**config.mk**
```make
export PLATFORM = sky130hd
export DESIGN_NAME = sdram_wb_top
export DESIGN_NICKNAME = d
export VERILOG_FILES = /design/src/sdram_wb_pkg.sv /design/src/sdram_wb_top.sv /design/src/wb_flush_ctrl.sv /design/src/wb_storage.sv /design/src/ahb_write_decode.sv
export SDC_FILE = /design/constraint.sdc
export NUM_CORES = 1
export LEC_CHECK = 0
export ABC_AREA = 1
export BUFFER_PORTS_ARGS = -buffer_cell sky130_fd_sc_hd__buf_4
export CAP_MARGIN = 25
export CORE_UTILIZATION = 30
export CTS_CLUSTER_DIAMETER = 40
export DETAILED_ROUTE_END_ITERATION = 8
export GPL_TIMING_DRIVEN = 1
export PLACE_DENSITY = 0.52
export SYNTH_ARGS = -nofsm -noshare
export SYNTH_HDL_FRONTEND = slang
export SYNTH_HIERARCHICAL = 1
export SYNTH_SLANG_ARGS = --single-unit
export TNS_END_PERCENT = 10
```
**constraint.sdc**
```tcl
create_clock -name HCLK -period 2.9 [get_ports HCLK]
set_clock_uncertainty 0.2 [all_clocks]
set_input_delay 0.435 -clock HCLK [delete_from_list [all_inputs] [get_ports HCLK]]
set_output_delay 0.435 -clock HCLK [all_outputs]
set_load 0.005 [all_outputs]
```
**src/sdram_wb_pkg.sv**
```systemverilog
/* Shared widths, vector types and AHB encodings
   plus the write request record for the write buffer */

package sdram_wb_pkg;

  ////////////////////
  // Widths

  // AHB bus
  localparam int HADDR_W    = 32;
  localparam int HDATA_W    = 32;

  // One buffer line
  localparam int LINE_BYTES = 16;
  localparam int LINE_WORDS = 4;

  ////////////////////
  // Vector types

  typedef logic [HADDR_W-1:0]                     haddr_t;
  typedef logic [HDATA_W-1:0]                     hdata_t;
  typedef logic [HDATA_W/8-1:0]                   word_be_t;

  // Line address, everything above the line offset
  typedef logic [HADDR_W-$clog2(LINE_BYTES)-1:0]  tag_t;
  // Word within a line
  typedef logic [$clog2(LINE_WORDS)-1:0]          idx_t;

  typedef logic [LINE_BYTES*8-1:0]                line_data_t;
  typedef logic [LINE_BYTES-1:0]                  line_be_t;

  // Timer exponent, zero turns the timer off
  typedef logic [3:0]                             timeout_t;
  typedef logic [15:0]                            timer_t;

  ////////////////////
  // AHB encodings

  localparam logic [1:0] HTRANS_IDLE   = 2'b00;
  localparam logic [1:0] HTRANS_BUSY   = 2'b01;
  localparam logic [1:0] HTRANS_NONSEQ = 2'b10;
  localparam logic [1:0] HTRANS_SEQ    = 2'b11;

  localparam logic [2:0] HSIZE_BYTE    = 3'b000;
  localparam logic [2:0] HSIZE_HWORD   = 3'b001;
  localparam logic [2:0] HSIZE_WORD    = 3'b010;

  // Request towards the scheduler
  typedef struct packed {
    tag_t       tag;
    line_be_t   be;
    line_data_t data;
  } wb_req_t;

endpackage
```
**src/sdram_wb_top.sv**
```systemverilog
/* AHB write-buffer slave top: decode, ping-pong storage
   and flush control */

`timescale 1ns/1ps

module sdram_wb_top (
  input  logic                    HCLK,
  input  logic                    HRESETn,
  // AHB
  input  logic                    hsel_i,
  input  logic [1:0]              htrans_i,
  input  logic                    hwrite_i,
  input  logic [2:0]              hsize_i,
  input  sdram_wb_pkg::haddr_t    haddr_i,
  input  sdram_wb_pkg::hdata_t    hwdata_i,
  input  logic                    hready_i,
  output logic                    hreadyout_o,
  // Scheduler
  output logic                    wrreq_o,
  output sdram_wb_pkg::wb_req_t   wr_req_o,
  input  logic                    wrrdy_i,
  // Configuration
  input  sdram_wb_pkg::timeout_t  timeout_i
);

  // Decode to storage and flush control
  logic                   addr_wr;
  sdram_wb_pkg::tag_t     addr_tag;
  logic                   data_wr;
  sdram_wb_pkg::tag_t     data_tag;
  sdram_wb_pkg::idx_t     data_idx;
  sdram_wb_pkg::word_be_t data_be;

  // Flush control to storage
  logic                   bank;
  logic                   toggle;
  logic                   we;
  logic                   req_done;

  // Storage status back
  sdram_wb_pkg::tag_t     active_tag;
  logic                   active_dirty;
  logic                   other_dirty;

  ahb_write_decode u_decode (
    .HCLK       (HCLK),
    .HRESETn    (HRESETn),
    .hsel_i     (hsel_i),
    .htrans_i   (htrans_i),
    .hwrite_i   (hwrite_i),
    .hsize_i    (hsize_i),
    .haddr_i    (haddr_i),
    .hready_i   (hready_i),
    .addr_wr_o  (addr_wr),
    .addr_tag_o (addr_tag),
    .data_wr_o  (data_wr),
    .data_tag_o (data_tag),
    .data_idx_o (data_idx),
    .data_be_o  (data_be)
  );

  wb_storage u_storage (
    .HCLK           (HCLK),
    .HRESETn        (HRESETn),
    .bank_i         (bank),
    .toggle_i       (toggle),
    .we_i           (we),
    .req_done_i     (req_done),
    .wr_tag_i       (data_tag),
    .wr_idx_i       (data_idx),
    .wr_be_i        (data_be),
    .hwdata_i       (hwdata_i),
    .active_tag_o   (active_tag),
    .active_dirty_o (active_dirty),
    .other_dirty_o  (other_dirty),
    .req_o          (wr_req_o)
  );

  wb_flush_ctrl u_flush (
    .HCLK           (HCLK),
    .HRESETn        (HRESETn),
    .hready_i       (hready_i),
    .addr_wr_i      (addr_wr),
    .addr_tag_i     (addr_tag),
    .data_wr_i      (data_wr),
    .active_tag_i   (active_tag),
    .active_dirty_i (active_dirty),
    .other_dirty_i  (other_dirty),
    .wrrdy_i        (wrrdy_i),
    .timeout_i      (timeout_i),
    .bank_o         (bank),
    .toggle_o       (toggle),
    .we_o           (we),
    .req_done_o     (req_done),
    .wrreq_o        (wrreq_o),
    .hreadyout_o    (hreadyout_o)
  );

endmodule

```
**src/wb_flush_ctrl.sv**
```systemverilog
/* Flush control: miss and idle-timer detection, bank select,
   request strobe towards the scheduler and AHB wait states */

`timescale 1ns/1ps

module wb_flush_ctrl (
  input  logic                    HCLK,
  input  logic                    HRESETn,
  input  logic                    hready_i,
  input  logic                    addr_wr_i,
  input  sdram_wb_pkg::tag_t      addr_tag_i,
  input  logic                    data_wr_i,
  input  sdram_wb_pkg::tag_t      active_tag_i,
  input  logic                    active_dirty_i,
  input  logic                    other_dirty_i,
  input  logic                    wrrdy_i,
  input  sdram_wb_pkg::timeout_t  timeout_i,
  output logic                    bank_o,
  output logic                    toggle_o,
  output logic                    we_o,
  output logic                    req_done_o,
  output logic                    wrreq_o,
  output logic                    hreadyout_o
);

  typedef enum logic {
    st_idle,
    st_wait_other
  } flush_state_t;

  flush_state_t         state_q;
  flush_state_t         state_d;
  logic                 bank_q;
  logic                 toggle_dly_q;
  sdram_wb_pkg::timer_t timer_q;

  logic                 miss;
  logic                 timer_expired;
  logic                 other_free;

  ////////////////////
  // Flush triggers

  // Data beat lands when the bus is ready
  assign we_o       = data_wr_i & hready_i;
  assign req_done_o = wrreq_o & wrrdy_i;

  // Waiting bank empty, or emptied at this edge
  assign other_free = ~other_dirty_i | req_done_o;

  // Write to a line other than the one being merged
  assign miss = hready_i & addr_wr_i & active_dirty_i
                & (addr_tag_i != active_tag_i);

  // Idle expiry, only with nothing in flight on the bus
  assign timer_expired = (timeout_i != '0) & (timer_q == '0) & active_dirty_i
                         & ~we_o & ~addr_wr_i;

  // Idle countdown, restarted by each write beat
  always_ff @(posedge HCLK or negedge HRESETn)
  begin
    if (!HRESETn)
      timer_q <= '0;
    else if (we_o)
      timer_q <= sdram_wb_pkg::timer_t'(1) << timeout_i;
    else if (active_dirty_i && timer_q != '0)
      timer_q <= timer_q - 1'b1;
  end

  ////////////////////
  // FSM

  always_comb
  begin
    state_d  = state_q;
    toggle_o = 1'b0;
    case (state_q)
      st_idle:
        if (miss || timer_expired)
        begin
          // Swap now or hold the bus until the old line is taken
          if (other_free)
            toggle_o = 1'b1;
          else
            state_d = st_wait_other;
        end
      st_wait_other:
        if (other_free)
        begin
          toggle_o = 1'b1;
          state_d  = st_idle;
        end
      default:
        state_d = st_idle;
    endcase
  end

  // Wait states only while a flush is blocked
  assign hreadyout_o = (state_q == st_idle);
  assign bank_o      = bank_q;

  always_ff @(posedge HCLK or negedge HRESETn)
  begin
    if (!HRESETn)
    begin
      state_q      <= st_idle;
      bank_q       <= 1'b0;
      toggle_dly_q <= 1'b0;
      wrreq_o      <= 1'b0;
    end
    else
    begin
      state_q      <= state_d;
      bank_q       <= bank_q ^ toggle_o;
      // Extra cycle for the registered storage read
      toggle_dly_q <= toggle_o;
      // Raised after a swap, held until taken
      wrreq_o      <= toggle_dly_q | (wrreq_o & ~wrrdy_i);
    end
  end

  ////////////////////
  // Checks

  // Pending line keeps its strobe and stays dirty until the scheduler takes it
  a_wrreq_held: assert property (
    @(posedge HCLK) disable iff (!HRESETn)
    wrreq_o && !wrrdy_i |=> wrreq_o && other_dirty_i
  );

  // No swap while the waiting bank is still on its way out
  a_toggle_free: assert property (
    @(posedge HCLK) disable iff (!HRESETn)
    toggle_o |-> !toggle_dly_q && (!wrreq_o || wrrdy_i)
  );

endmodule

```
**src/wb_storage.sv**
```systemverilog
/* Ping-pong line storage with byte-enable merging, tags and
   dirty flags, and the registered request view of the waiting bank */

`timescale 1ns/1ps

module wb_storage (
  input  logic                    HCLK,
  input  logic                    HRESETn,
  input  logic                    bank_i,
  input  logic                    toggle_i,
  input  logic                    we_i,
  input  logic                    req_done_i,
  input  sdram_wb_pkg::tag_t      wr_tag_i,
  input  sdram_wb_pkg::idx_t      wr_idx_i,
  input  sdram_wb_pkg::word_be_t  wr_be_i,
  input  sdram_wb_pkg::hdata_t    hwdata_i,
  output sdram_wb_pkg::tag_t      active_tag_o,
  output logic                    active_dirty_o,
  output logic                    other_dirty_o,
  output sdram_wb_pkg::wb_req_t   req_o
);

  // Two banks, index is the bank number
  sdram_wb_pkg::line_data_t data_q  [2];
  sdram_wb_pkg::line_be_t   be_q    [2];
  sdram_wb_pkg::tag_t       tag_q   [2];
  logic                     dirty_q [2];

  logic                     other;
  sdram_wb_pkg::line_be_t   wr_line_be;
  sdram_wb_pkg::line_data_t wr_line_data;

  assign other = ~bank_i;

  ////////////////////
  // Write path

  // Word lanes moved to their place in the line
  assign wr_line_be   = sdram_wb_pkg::line_be_t'(wr_be_i)
                        << (int'(wr_idx_i) * $bits(sdram_wb_pkg::word_be_t));
  // Same word on every line slot, the enables pick one
  assign wr_line_data = {sdram_wb_pkg::LINE_WORDS{hwdata_i}};

  // Byte-wise merge into the active bank
  always_ff @(posedge HCLK)
  begin
    if (we_i)
    begin
      for (int i = 0; i < sdram_wb_pkg::LINE_BYTES; i++)
      begin
        if (wr_line_be[i])
          data_q[bank_i][i*8 +: 8] <= wr_line_data[i*8 +: 8];
      end
    end
  end

  always_ff @(posedge HCLK)
  begin
    if (we_i)
      tag_q[bank_i] <= wr_tag_i;
  end

  // Enables accumulate, fresh bank starts empty
  always_ff @(posedge HCLK or negedge HRESETn)
  begin
    if (!HRESETn)
    begin
      be_q[0] <= '0;
      be_q[1] <= '0;
    end
    else
    begin
      if (toggle_i)
        be_q[other] <= '0;
      if (we_i)
        be_q[bank_i] <= be_q[bank_i] | wr_line_be;
    end
  end

  // Set by a write, cleared once the scheduler takes the line
  always_ff @(posedge HCLK or negedge HRESETn)
  begin
    if (!HRESETn)
    begin
      dirty_q[0] <= 1'b0;
      dirty_q[1] <= 1'b0;
    end
    else
    begin
      if (we_i)
        dirty_q[bank_i] <= 1'b1;
      if (req_done_i)
        dirty_q[other] <= 1'b0;
    end
  end

  ////////////////////
  // Status and request

  // Includes the beat being written this cycle
  assign active_dirty_o = dirty_q[bank_i] | we_i;
  assign active_tag_o   = we_i ? wr_tag_i : tag_q[bank_i];
  assign other_dirty_o  = dirty_q[other];

  // Registered read of the waiting bank
  always_ff @(posedge HCLK)
  begin
    req_o.tag  <= tag_q[other];
    req_o.be   <= be_q[other];
    req_o.data <= data_q[other];
  end

endmodule

```
**src/ahb_write_decode.sv**
```systemverilog
/* AHB write qualification, byte-enable generation
   and the address-to-data phase pipeline registers */

`timescale 1ns/1ps

module ahb_write_decode (
  input  logic                   HCLK,
  input  logic                   HRESETn,
  input  logic                   hsel_i,
  input  logic [1:0]             htrans_i,
  input  logic                   hwrite_i,
  input  logic [2:0]             hsize_i,
  input  sdram_wb_pkg::haddr_t   haddr_i,
  input  logic                   hready_i,
  output logic                   addr_wr_o,
  output sdram_wb_pkg::tag_t     addr_tag_o,
  output logic                   data_wr_o,
  output sdram_wb_pkg::tag_t     data_tag_o,
  output sdram_wb_pkg::idx_t     data_idx_o,
  output sdram_wb_pkg::word_be_t data_be_o
);

  logic                   trans_valid;
  sdram_wb_pkg::word_be_t addr_be;

  ////////////////////
  // Address phase

  // Only NONSEQ and SEQ carry a transfer
  always_comb
  begin
    case (htrans_i)
      sdram_wb_pkg::HTRANS_IDLE,
      sdram_wb_pkg::HTRANS_BUSY:   trans_valid = 1'b0;
      sdram_wb_pkg::HTRANS_NONSEQ,
      sdram_wb_pkg::HTRANS_SEQ:    trans_valid = 1'b1;
      default:                     trans_valid = 1'b0;
    endcase
  end

  assign addr_wr_o  = hsel_i & hwrite_i & trans_valid;
  assign addr_tag_o = haddr_i[sdram_wb_pkg::HADDR_W-1 -: $bits(sdram_wb_pkg::tag_t)];

  // Lanes selected by size and low address bits
  always_comb
  begin
    case (hsize_i)
      sdram_wb_pkg::HSIZE_BYTE:
        addr_be = sdram_wb_pkg::word_be_t'(1) << haddr_i[1:0];
      sdram_wb_pkg::HSIZE_HWORD:
        addr_be = sdram_wb_pkg::word_be_t'(3) << {haddr_i[1], 1'b0};
      sdram_wb_pkg::HSIZE_WORD:
        addr_be = '1;
      // Wider than the bus is illegal, no lanes
      default:
        addr_be = '0;
    endcase
  end

  ////////////////////
  // Data phase

  // Strobe follows every sampled transfer
  always_ff @(posedge HCLK or negedge HRESETn)
  begin
    if (!HRESETn)
      data_wr_o <= 1'b0;
    else if (hready_i)
      data_wr_o <= addr_wr_o;
  end

  // Location and lanes for the data beat
  always_ff @(posedge HCLK)
  begin
    if (hready_i)
    begin
      data_tag_o <= addr_tag_o;
      data_idx_o <= haddr_i[$clog2(sdram_wb_pkg::LINE_BYTES)-1 -: $bits(sdram_wb_pkg::idx_t)];
      data_be_o  <= addr_be;
    end
  end

endmodule

```
== Word-level counts from Yosys, hierarchy flattened ==
Memory sizes are Yosys's and may differ from the RTL's. A register that Yosys moved wholly into a read port is not among the register bits.
Index checks and enable logic that the tools add are counted.
Word-level totals
  bits in registers: 105
  bits in writable memories: 312
  bits of input ports: 79
  output and inout port bits: 174
  logic and storage cells: 159
  memories kept: 2
Memory list
  u_storage.data_q: depth 2, width 128, read ports 1, clocked after memory_dff 1, write ports 1, RTL line wb_storage.sv:24  | sdram_wb_pkg::line_data_t data_q [2];
  u_storage.tag_q: depth 2, width 28, read ports 2, clocked after memory_dff 1, write ports 1, RTL line wb_storage.sv:26  | sdram_wb_pkg::tag_t tag_q [2];
Cells by class
  add/subtract/negate cells: 1
  $lt $le $gt $ge: 4
  eq/ne operators: 6
  shift-type cells: 4
  mux-type cells: 86
  bitwise gates (word level): 30
  reduce and logical (&&, ||, !) cells: 12
Operator list (count)
  16-bit 2-to-1 mux: 10
  32-bit 2-to-1 mux: 2
  1-bit 2-to-1 mux: 62
  32-bit AND: 1
  32-bit bitwise mux: 1
  16-bit demux with 1-bit select: 2
  32-bit NOT: 1
  28-bit 2-to-1 mux: 1
  28-bit != test: 1
  16-bit zero test: 1
  16-bit OR: 1
  16-bit nonzero test: 1
  1-bit by 4-bit << shifter with 16-bit output (first input constant): 1
  4-bit by 4-bit << shifter with 16-bit output: 1
  16-bit by 1-bit subtractor with 16-bit output (second input constant): 1
  1-bit AND: 12
  4-bit one-hot mux with 3 select lines: 1
  1-bit NOT: 6
  1-bit one-hot mux with 2 select lines: 3
  2-bit equality test (second input constant): 2
  2-bit greater-or-equal comparator (second input constant): 2
  2-bit by 1-bit less-than comparator with 1-bit output (second input constant): 2
  2-bit 2-to-1 mux: 2
  1-bit NOT with 2-bit output: 2
  other kinds (18): 24

== Logic depth before layout (Yosys ltp) ==
Gate-level depths: netlist of the first run.
  depth after elaboration: 14
  mapped depth: 23
  mapped depth without buffers: 20

== By module ==
The synthesis of the first run kept the hierarchy.
Modules (own cells, without submodules)
  wb_storage: instances 1, cells each 1427, area each 17301.6 um2, seq. area each 13663.1 um2
  wb_flush_ctrl: instances 1, cells each 287, area each 1873.0 um2, seq. area each 500.5 um2
  ahb_write_decode: instances 1, cells each 88, area each 1367.6 um2, seq. area each 1046.0 um2

== Least setup slack after synthesis of the first run ==
Ideal clock, no wire load.
  path type: input-to-reg
  from: input port hready_i
  to: memory u_storage/tag_q[0][0] (netlist bit), enable pin
  library setup time: 413 ps
  arrival: 2186 ps
  data required time: 2287 ps
  setup slack: 101 ps
  cell stages on the path: 5
  buffers on the path: 1
  cell sequence: nand2_1 -> inv_1 -> inv_2 -> clkbuf_1 -> nor2_1
On the way
  word-level cells in the longest chain between the ends: 3
RTL lines
  start, declared: RTL line sdram_wb_top.sv:16  | input logic hready_i,
  1-bit AND: RTL line wb_flush_ctrl.sv:45  | assign we_o = data_wr_i & hready_i;
  net we: RTL line sdram_wb_top.sv:37  | logic we;
  1-bit 2-to-1 mux: RTL line wb_storage.sv:59  | if (we_i)
  1-bit 2-to-1 mux (implied by the code): RTL line wb_storage.sv:60  | tag_q[bank_i] <= wr_tag_i;
  end, declared: RTL line wb_storage.sv:26
The timed path passes the listed nets, and every way through them passes these cells.

== Final worst setup path of the first run ==
  from: register u_flush.bank_q, in the netlist u_flush/bank_o
  to: register u_storage/be_q[24] (netlist bit)
RTL lines
  start, declared: RTL line wb_flush_ctrl.sv:33  | logic bank_q;
  start signal, assigned: RTL line wb_flush_ctrl.sv:114  | bank_q <= bank_q ^ toggle_o;
  memory read 2 x 28 bit (*)
  28-bit 2-to-1 mux (*): RTL line wb_storage.sv:102  | assign active_tag_o = we_i ? wr_tag_i : tag_q[bank_i];
  net active_tag[12]: RTL line sdram_wb_top.sv:41  | sdram_wb_pkg::tag_t active_tag;
  28-bit != test (*): RTL line wb_flush_ctrl.sv:53  | & (addr_tag_i != active_tag_i);
  1-bit AND (*): RTL line wb_flush_ctrl.sv:53
  1-bit logical OR (*): RTL line wb_flush_ctrl.sv:79  | if (miss || timer_expired)
  1-bit 2-to-1 mux (*): RTL line wb_flush_ctrl.sv:79
  1-bit one-hot mux with 2 select lines (*): RTL line wb_flush_ctrl.sv:77  | case (state_q)
  net toggle: RTL line sdram_wb_top.sv:36  | logic toggle;
  32-bit 2-to-1 mux (*): RTL line wb_storage.sv:73  | if (toggle_i)
  32-bit bitwise mux: RTL line wb_storage.sv:76  | be_q[bank_i] <= be_q[bank_i] | wr_line_be;
  32-bit 2-to-1 mux (*): RTL line wb_storage.sv:75  | if (we_i)
  end signal, assigned by index: RTL line wb_storage.sv:76
  end, declared: RTL line wb_storage.sv:25  | sdram_wb_pkg::line_be_t be_q [2];
The timed path passes the listed nets; every way through them passes the cells marked *. The select of a mux whose other input is x is not followed.
A chain may end at the register's enable or synchronous reset.

==> out/summary.txt, run 1 <==
Max VDD drop = 656 uV
Footprint of the multi-input gates = 0.00420 mm^2
Die span in y = 264 um
Fin crit share = 91.0%
Pins Over Slew Limit = 0
Final #Nets = 2,250
Placed cell area = 0.0235 mm^2
Worst-margin pin slew = 843 ps
Core area = 0.0675 mm^2
Number of flops mapped to enable cells by yosys = 346
Total power divided by cell area = 1010 mW/mm^2
Finished Layout Cells = 3,127
Final hold violation count = 0
CP required = 3270 ps
CP Class = reg -> reg
WL met2 = 22.9 mm
DRT met1 WL = 20.9 mm
Run status = finished clean
Via density = 4.24
Starting density of the core = 30.4%
Ys Warns = 6
DR WL/cell = 15.4 um
First-pass GRT wire length = 74.5 mm
Most frequent cells in the layout = nand2_1, edfxtp_1, buf_4
Storage element area = 0.0152 mm^2
Post-layout min period = 2640 ps
R2R setup slack = 260 ps
Core Rows = 95
CTS Root Buffer Type = clkbuf_16
Area delta synth->final = 34.0%
Setup crit start kind = flop
Hold/Removal Path Class = in -> reg
Final setup vio count = 0
Highest clock rate = 0.379 GHz
Cells after Synth = 1,802
Max-slew headroom = 43.8%
Cell variety after synth = 37
Crit Path Max Fanout = 20
Fraction of layout cells with a size suffix above 1 = 22.1%
Die width = 264 um
CTS Sinks = 573
I/O pin count = 253
Highest Signal Layer = met4
Initial antenna violation count = 1
Worst EP arrival = 3010 ps
Worst Setup End Kind = flop
Netlist Area Pre-Place = 0.0205 mm^2
I/O Buffers = 251
Worst-skew pair later-pin latency = 630 ps
GRT Util Overall = 13.9%
CTS tree = built
Vias = 13,250
DRC = 0
Post-synth ARST share = 9.60%
Global route overflow = 0
Full die area = 0.0695 mm^2
Post-Place Cells = 2,878
Finished Cell Area = 0.0275 mm^2
Met3 routed WL = 3.12 mm
Reg clk slew, reported paths = 50 ps
Clock tree buffer depth = 3
Postcts setup bufs = 0
# fillers = 6,377
1st-pass router iterations = 4
Cts bufs inserted = 95
Placer Congestion = 0.793
Routed Antenna Nets = 0
Post-synthesis sequential area ratio = 74.0%
P_leak = 12.2 nW
Vias in the first global route = 13,151
RSZ-0062 raised after global routing = yes
Syn_area_per_cell = 11.4 um^2
DRT iter0 DRCs = 798
Main synth FF type = edfxtp_1
Detailed placement HPWL = 31.1 mm
Largest net degree at the start of global routing = 167
Htree depth = 3
Syn nets = 1,883
Commonest non-fill, non-tap cell in the layout = nand2_1
Synth Register Bits = 573
Final wirelength = 48.2 mm
Max_cap viols = 0
Post-route setup TNS = 0 ps
where the power goes:
part	internal [mW]	switching [mW]	leakage, nW
Sequential	10.1	0.703	5.29
Clock	7.28	4.10	1.61
Combinational	2.37	3.15	5.27
Total	19.7	7.95	12.2
cell type report:
type	instances	share of cell area [%]
multi-input cells	987	15.3
clock inverters	66	2.72
well taps	873	3.97
inverters	150	2.11
repair buffers	362	11.3
flip-flops and latches	573	55.3
diodes	2	0.0182
clock buffers	114	9.39
metrics by stage:
step / hold WS [ps] / setup WS (ps) / total power, mW / util (%)
after floorplan: -60.6 / 101 / 13.7 / -
after global placement: 218 / 1.01 / 16.4 / 34.8
after detailed placement: 221 / -12.2 / 16.5 / 34.8
after CTS: 17.1 / 20.3 / 28.1 / 40.7
after global routing: 25.3 / -8.09 / 29.1 / 40.8
final: 49.7 / 260 / 27.7 / 40.8
what timing repair did:
action | 4_1_cts | 5_1_grt
endpoints found under the setup margin | 0 | 137
hold buffers | 67 | 0
endpoints found under the hold margin | 348 | 0
resized for setup | 0 | 8
critical path, stage by stage, from the launching register on:
cell and delay (ps):
dfrtp_4 540, clkinv_8 120, buf_16 170, nand2_1 60, nand3_1 60, nand2_1 70
inv_1 60, nand2_1 40, nand2_1 50, nand2_1 90, nor2_1 110, nand2_1 70
nor2_2 130, nand2_1 90, nand2_1 80, nand2_1 70, nand2_1 70, inv_1 80
nand2_2 90, buf_12 170, nand2_1 80, nand2_1 70
cells in the mapped netlist (12+ instances only):
cell type	instances	area share [%]
buf_2	34	0.83
xnor2_1	19	0.81
o21ai_0	34	0.83
a21oi_1	12	0.29
edfxtp_1	346	51
dfrtp_1	55	6.7
buf_4	45	1.6
nand3_1	80	1.9
dfxtp_1	172	17
nor2_1	40	0.73
inv_1	145	2.6
nand2_1	741	14
final timing paths:
path	from	to	cells past startpoint
worst max register to register	u_flush/bank_o	u_storage/be_q[24]	21
min in group asynchronous	HRESETn	u_flush/timer_q[0]	2
worst min register to register	u_storage/data_q[1][67]	u_storage/req_o[67]	2
max in group asynchronous	HRESETn	u_flush/bank_o	2
worst min-delay path	hwrite_i	u_decode/data_wr_o	3
worst max-delay path	u_flush/bank_o	u_storage/be_q[24]	21
registers in the layout (all words and copies together) (netlist names):
| signal | cells |
|---|---|
| u_decode/data_be_o | 4 |
| u_decode/data_idx_o | 2 |
| u_decode/data_tag_o | 28 |
| u_decode/data_wr_o | 1 |
| u_flush/bank_o | 1 |
| u_flush/state_q | 1 |
| u_flush/timer_q | 16 |
| u_flush/toggle_dly_q | 1 |
| u_flush/wrreq_o | 1 |
| u_storage/be_q | 32 |
| u_storage/data_q | 256 |
| u_storage/dirty_q | 2 |
| u_storage/req_o | 172 |
| u_storage/tag_q | 56 |
kinds of logic (layout without fill, tap and decap cells):
| group | Yosys count | count (layout) | share of synthesized area (%) |
|---|---|---|---|
| and+or+nand+nor | 891 | 891 | 17.2 |
| DFF | 573 | 573 | 74.0 |
| buffers and inverters | 242 | 692 | 5.57 |
| AOI/OAI and AO/OA | 71 | 71 | 2.07 |
| xor gates and xnor gates | 23 | 23 | 0.981 |
| adders and majority gates | 2 | 2 | 0.122 |
| other | 0 | 2 | 0 |
routing by layer:
metal  vias up  global-route usage (%)
met3        98                    3.56
met4         0                    5.60
met5         -                       0
met2       368                    22.7
met1      6215                    17.6
li1       6569                       -
No activity file was read; power rests on OpenSTA's default activity.
==> inputs of run 2 (changes only) <==
--- a/config.mk
+++ b/config.mk
@@ -14,4 +14,5 @@
 export GPL_TIMING_DRIVEN = 1
 export PLACE_DENSITY = 0.52
+export RECOVER_POWER = 100
 export SYNTH_ARGS = -nofsm -noshare
 export SYNTH_HDL_FRONTEND = slang
--- a/constraint.sdc
+++ b/constraint.sdc
@@ -3,3 +3,3 @@
 set_input_delay 0.435 -clock HCLK [delete_from_list [all_inputs] [get_ports HCLK]]
 set_output_delay 0.435 -clock HCLK [all_outputs]
-set_load 0.005 [all_outputs]
+set_load 0.01 [all_outputs]
==> run 2 against run 1 <==
Effect of this change: sequential power is essentially flat; setup slack gained 15 ps; total power increased by 1.2%; routed wire length grew 0.23%; cell count is the same; fmax is 0.57% higher; critical path type unchanged.
==> out/summary.txt, run 2 (synthesis gave the netlist of run 1 again) <==
Cts bufs inserted = 95 (unchanged)
Highest Signal Layer = met4 (unchanged)
DRT met1 WL = 21.1 mm (was 20.9 mm)
Worst R2R Start = u_flush/bank_o (unchanged)
Worst Setup End Kind = flop (unchanged)
Met3 routed WL = 2.96 mm (was 3.12 mm)
Max_cap viols = 0 (unchanged)
Final wirelength = 48.3 mm (was 48.2 mm)
Worst-margin pin slew = 853 ps (was 843 ps)
CP Class = reg -> reg (unchanged)
Top flop regs = u_storage/data_q (256), u_storage/req_o (172), u_storage/tag_q (56) (unchanged)
Starting density of the core = 30.4% (unchanged)
RSZ-0062 raised after global routing = yes (unchanged)
Die span in y = 264 um (unchanged)
Fin crit share = 90.5% (was 91.0%)
Postcts setup bufs = 0 (unchanged)
Highest clock rate = 0.381 GHz (was 0.379 GHz)
# fillers = 6,406 (was 6,377)
I/O Buffers = 251 (unchanged)
Final #Nets = 2,250 (unchanged)
DR WL/cell = 15.4 um (about the same)
P_leak = 12.1 nW (was 12.2 nW)
Hold depth = 3 (unchanged)
Setup crit start kind = flop (unchanged)
Endpoint, Worst Hold = u_decode/data_wr_o (unchanged)
Global route overflow = 0 (unchanged)
GRT Util Overall = 13.9% (unchanged)
Worst EP arrival = 2990 ps (was 3010 ps)
CTS Root Buffer Type = clkbuf_16 (unchanged)
CP required = 3270 ps (about the same)
Total power divided by cell area = 1020 mW/mm^2 (was 1010 mW/mm^2)
Post-layout min period = 2630 ps (was 2640 ps)
Htree depth = 3 (unchanged)
Hold Crit Start = hwrite_i (unchanged)
Area delta synth->final = 33.5% (was 34.0%)
Detailed placement HPWL = 31.1 mm (unchanged)
Core Rows = 95 (unchanged)
Vias in the first global route = 13,151 (unchanged)
Via density = 4.23 (was 4.24)
Max-slew headroom = 43.1% (was 43.8%)
R2R setup slack = 270 ps (was 260 ps)
Fraction of layout cells with a size suffix above 1 = 20.9% (was 22.1%)
Reg clk slew, reported paths = 50 ps (about the same)
Run status = finished clean (unchanged)
Largest net degree at the start of global routing = 167 (unchanged)
Design Power = 28.0 mW (was 27.7 mW)
Initial antenna violation count = 1 (unchanged)
Final hold violation count = 0 (unchanged)
Die width = 264 um (unchanged)
Placer Congestion = 0.793 (unchanged)
DRC = 0 (unchanged)
First-pass GRT wire length = 74.5 mm (unchanged)
CTS Sinks = 573 (unchanged)
1st-pass router iterations = 5 (was 4)
CTS tree = built (unchanged)
Max VDD drop = 653 uV (was 656 uV)
DRT iter0 DRCs = 800 (was 798)
Worst R2R Path Depth = 21 (unchanged)
Hold/Removal Path Class = in -> reg (unchanged)
Full die area = 0.0695 mm^2 (unchanged)
Clock tree buffer depth = 3 (unchanged)
WL met2 = 23.0 mm (was 22.9 mm)
Worst-skew pair later-pin latency = 630 ps (about the same)
Commonest non-fill, non-tap cell in the layout = nand2_1 (unchanged)
Pins Over Slew Limit = 0 (unchanged)
Vias = 13,233 (was 13,250)
Core area = 0.0675 mm^2 (unchanged)
Core Util, Final = 40.6% (was 40.8%)
Most frequent cells in the layout = nand2_1, edfxtp_1, buf_4 (unchanged)
R2r endpoint = u_storage/be_q[24] (unchanged)
Final setup vio count = 0 (unchanged)
Routed Antenna Nets = 0 (unchanged)
I/O pin count = 253 (unchanged)
Max reg flops = 256 (unchanged)
Largest register by flop count = u_storage/data_q (unchanged)
Crit Path Max Fanout = 20 (unchanged)
[run 2: changes by cell type in the layout (fill, tap and decap cells not counted), sizes merged]
cell	change
clkbuf	+26
buf	-26
[run 2: area by class of cell]
cell class	instances	area (um^2)	area share, %
sequential	573	15200	55.5
multi-input combinational	987	4200	15.3
timing repair buffer	362	3000	11.0
clock buffer	114	2580	9.42
tap	873	1090	3.98
clock inverter	66	748	2.73
inverter	150	581	2.12
antenna	2	5.00	0.0183
[run 2: where the power goes]
group          switching, mW  leakage, nW  total [mW]  internal (mW)
Clock                   4.10         1.61        11.4           7.28
Combinational           3.48         5.18        5.86           2.38
Sequential             0.703         5.29        10.8           10.1
Total                   8.29         12.1        28.0           19.7
[run 2: what timing repair did]
action                                  in CTS  in global routing
gates resized for setup                      0                  8
hold endpoints to repair                   348                  0
hold buffers                                67                  0
endpoints found under the setup margin       0                137
[run 2: worst max-delay path by stage]
stage                    from               endpoint  slack [ps]  cells after the start
3_5_place_dp         hready_i     u_storage/be_q[24]         -10                     21
3_3_place_gp         hready_i     u_storage/be_q[22]           1                     22
2_1_floorplan        hready_i  u_storage/tag_q[0][0]         100                      5
4_1_cts        u_flush/bank_o     u_storage/req_o[8]          20                      6
6_report       u_flush/bank_o     u_storage/be_q[24]         270                     21
5_1_grt        u_flush/bank_o     u_storage/be_q[22]          -8                     21
[run 2: through the flow]
| stage | hold WS (ps) | cell area [um^2] | TNS [ps] | worst slack [ps] | instances |
|---|---|---|---|---|---|
| finish | 48.7 | 27400 | 0 | 275 | 3127 |
| global route | 25.3 | 27400 | -8.94 | -8.09 | 3126 |
| floorplan | -60.6 | 20500 | 0 | 101 | 1802 |
| CTS | 17.1 | 27500 | 0 | 20.3 | 3125 |
| global placement | 218 | 23500 | 0 | 1.01 | 2878 |
| detailed placement | 221 | 23500 | -38.6 | -12.2 | 2878 |
[run 2: critical path: stages (launching register included)]
cell	delay (ps)
dfrtp_4	540
clkinv_8	120
buf_16	170
nand2_1	60
nand3_1	60
nand2_1	70
inv_1	60
nand2_1	40
nand2_1	50
nand2_1	90
nor2_1	110
nand2_1	70
nor2_2	130
nand2_1	90
nand2_1	80
nand2_1	70
nand2_1	70
inv_1	80
nand2_2	90
buf_12	170
nand2_1	80
nand2_1	70
[run 2: per-layer routing]
layer	vias up	GRT usage (%)
met4	0	5.60
met1	6222	17.6
met3	96	3.56
met2	349	22.7
li1	6566	-
met5	-	0
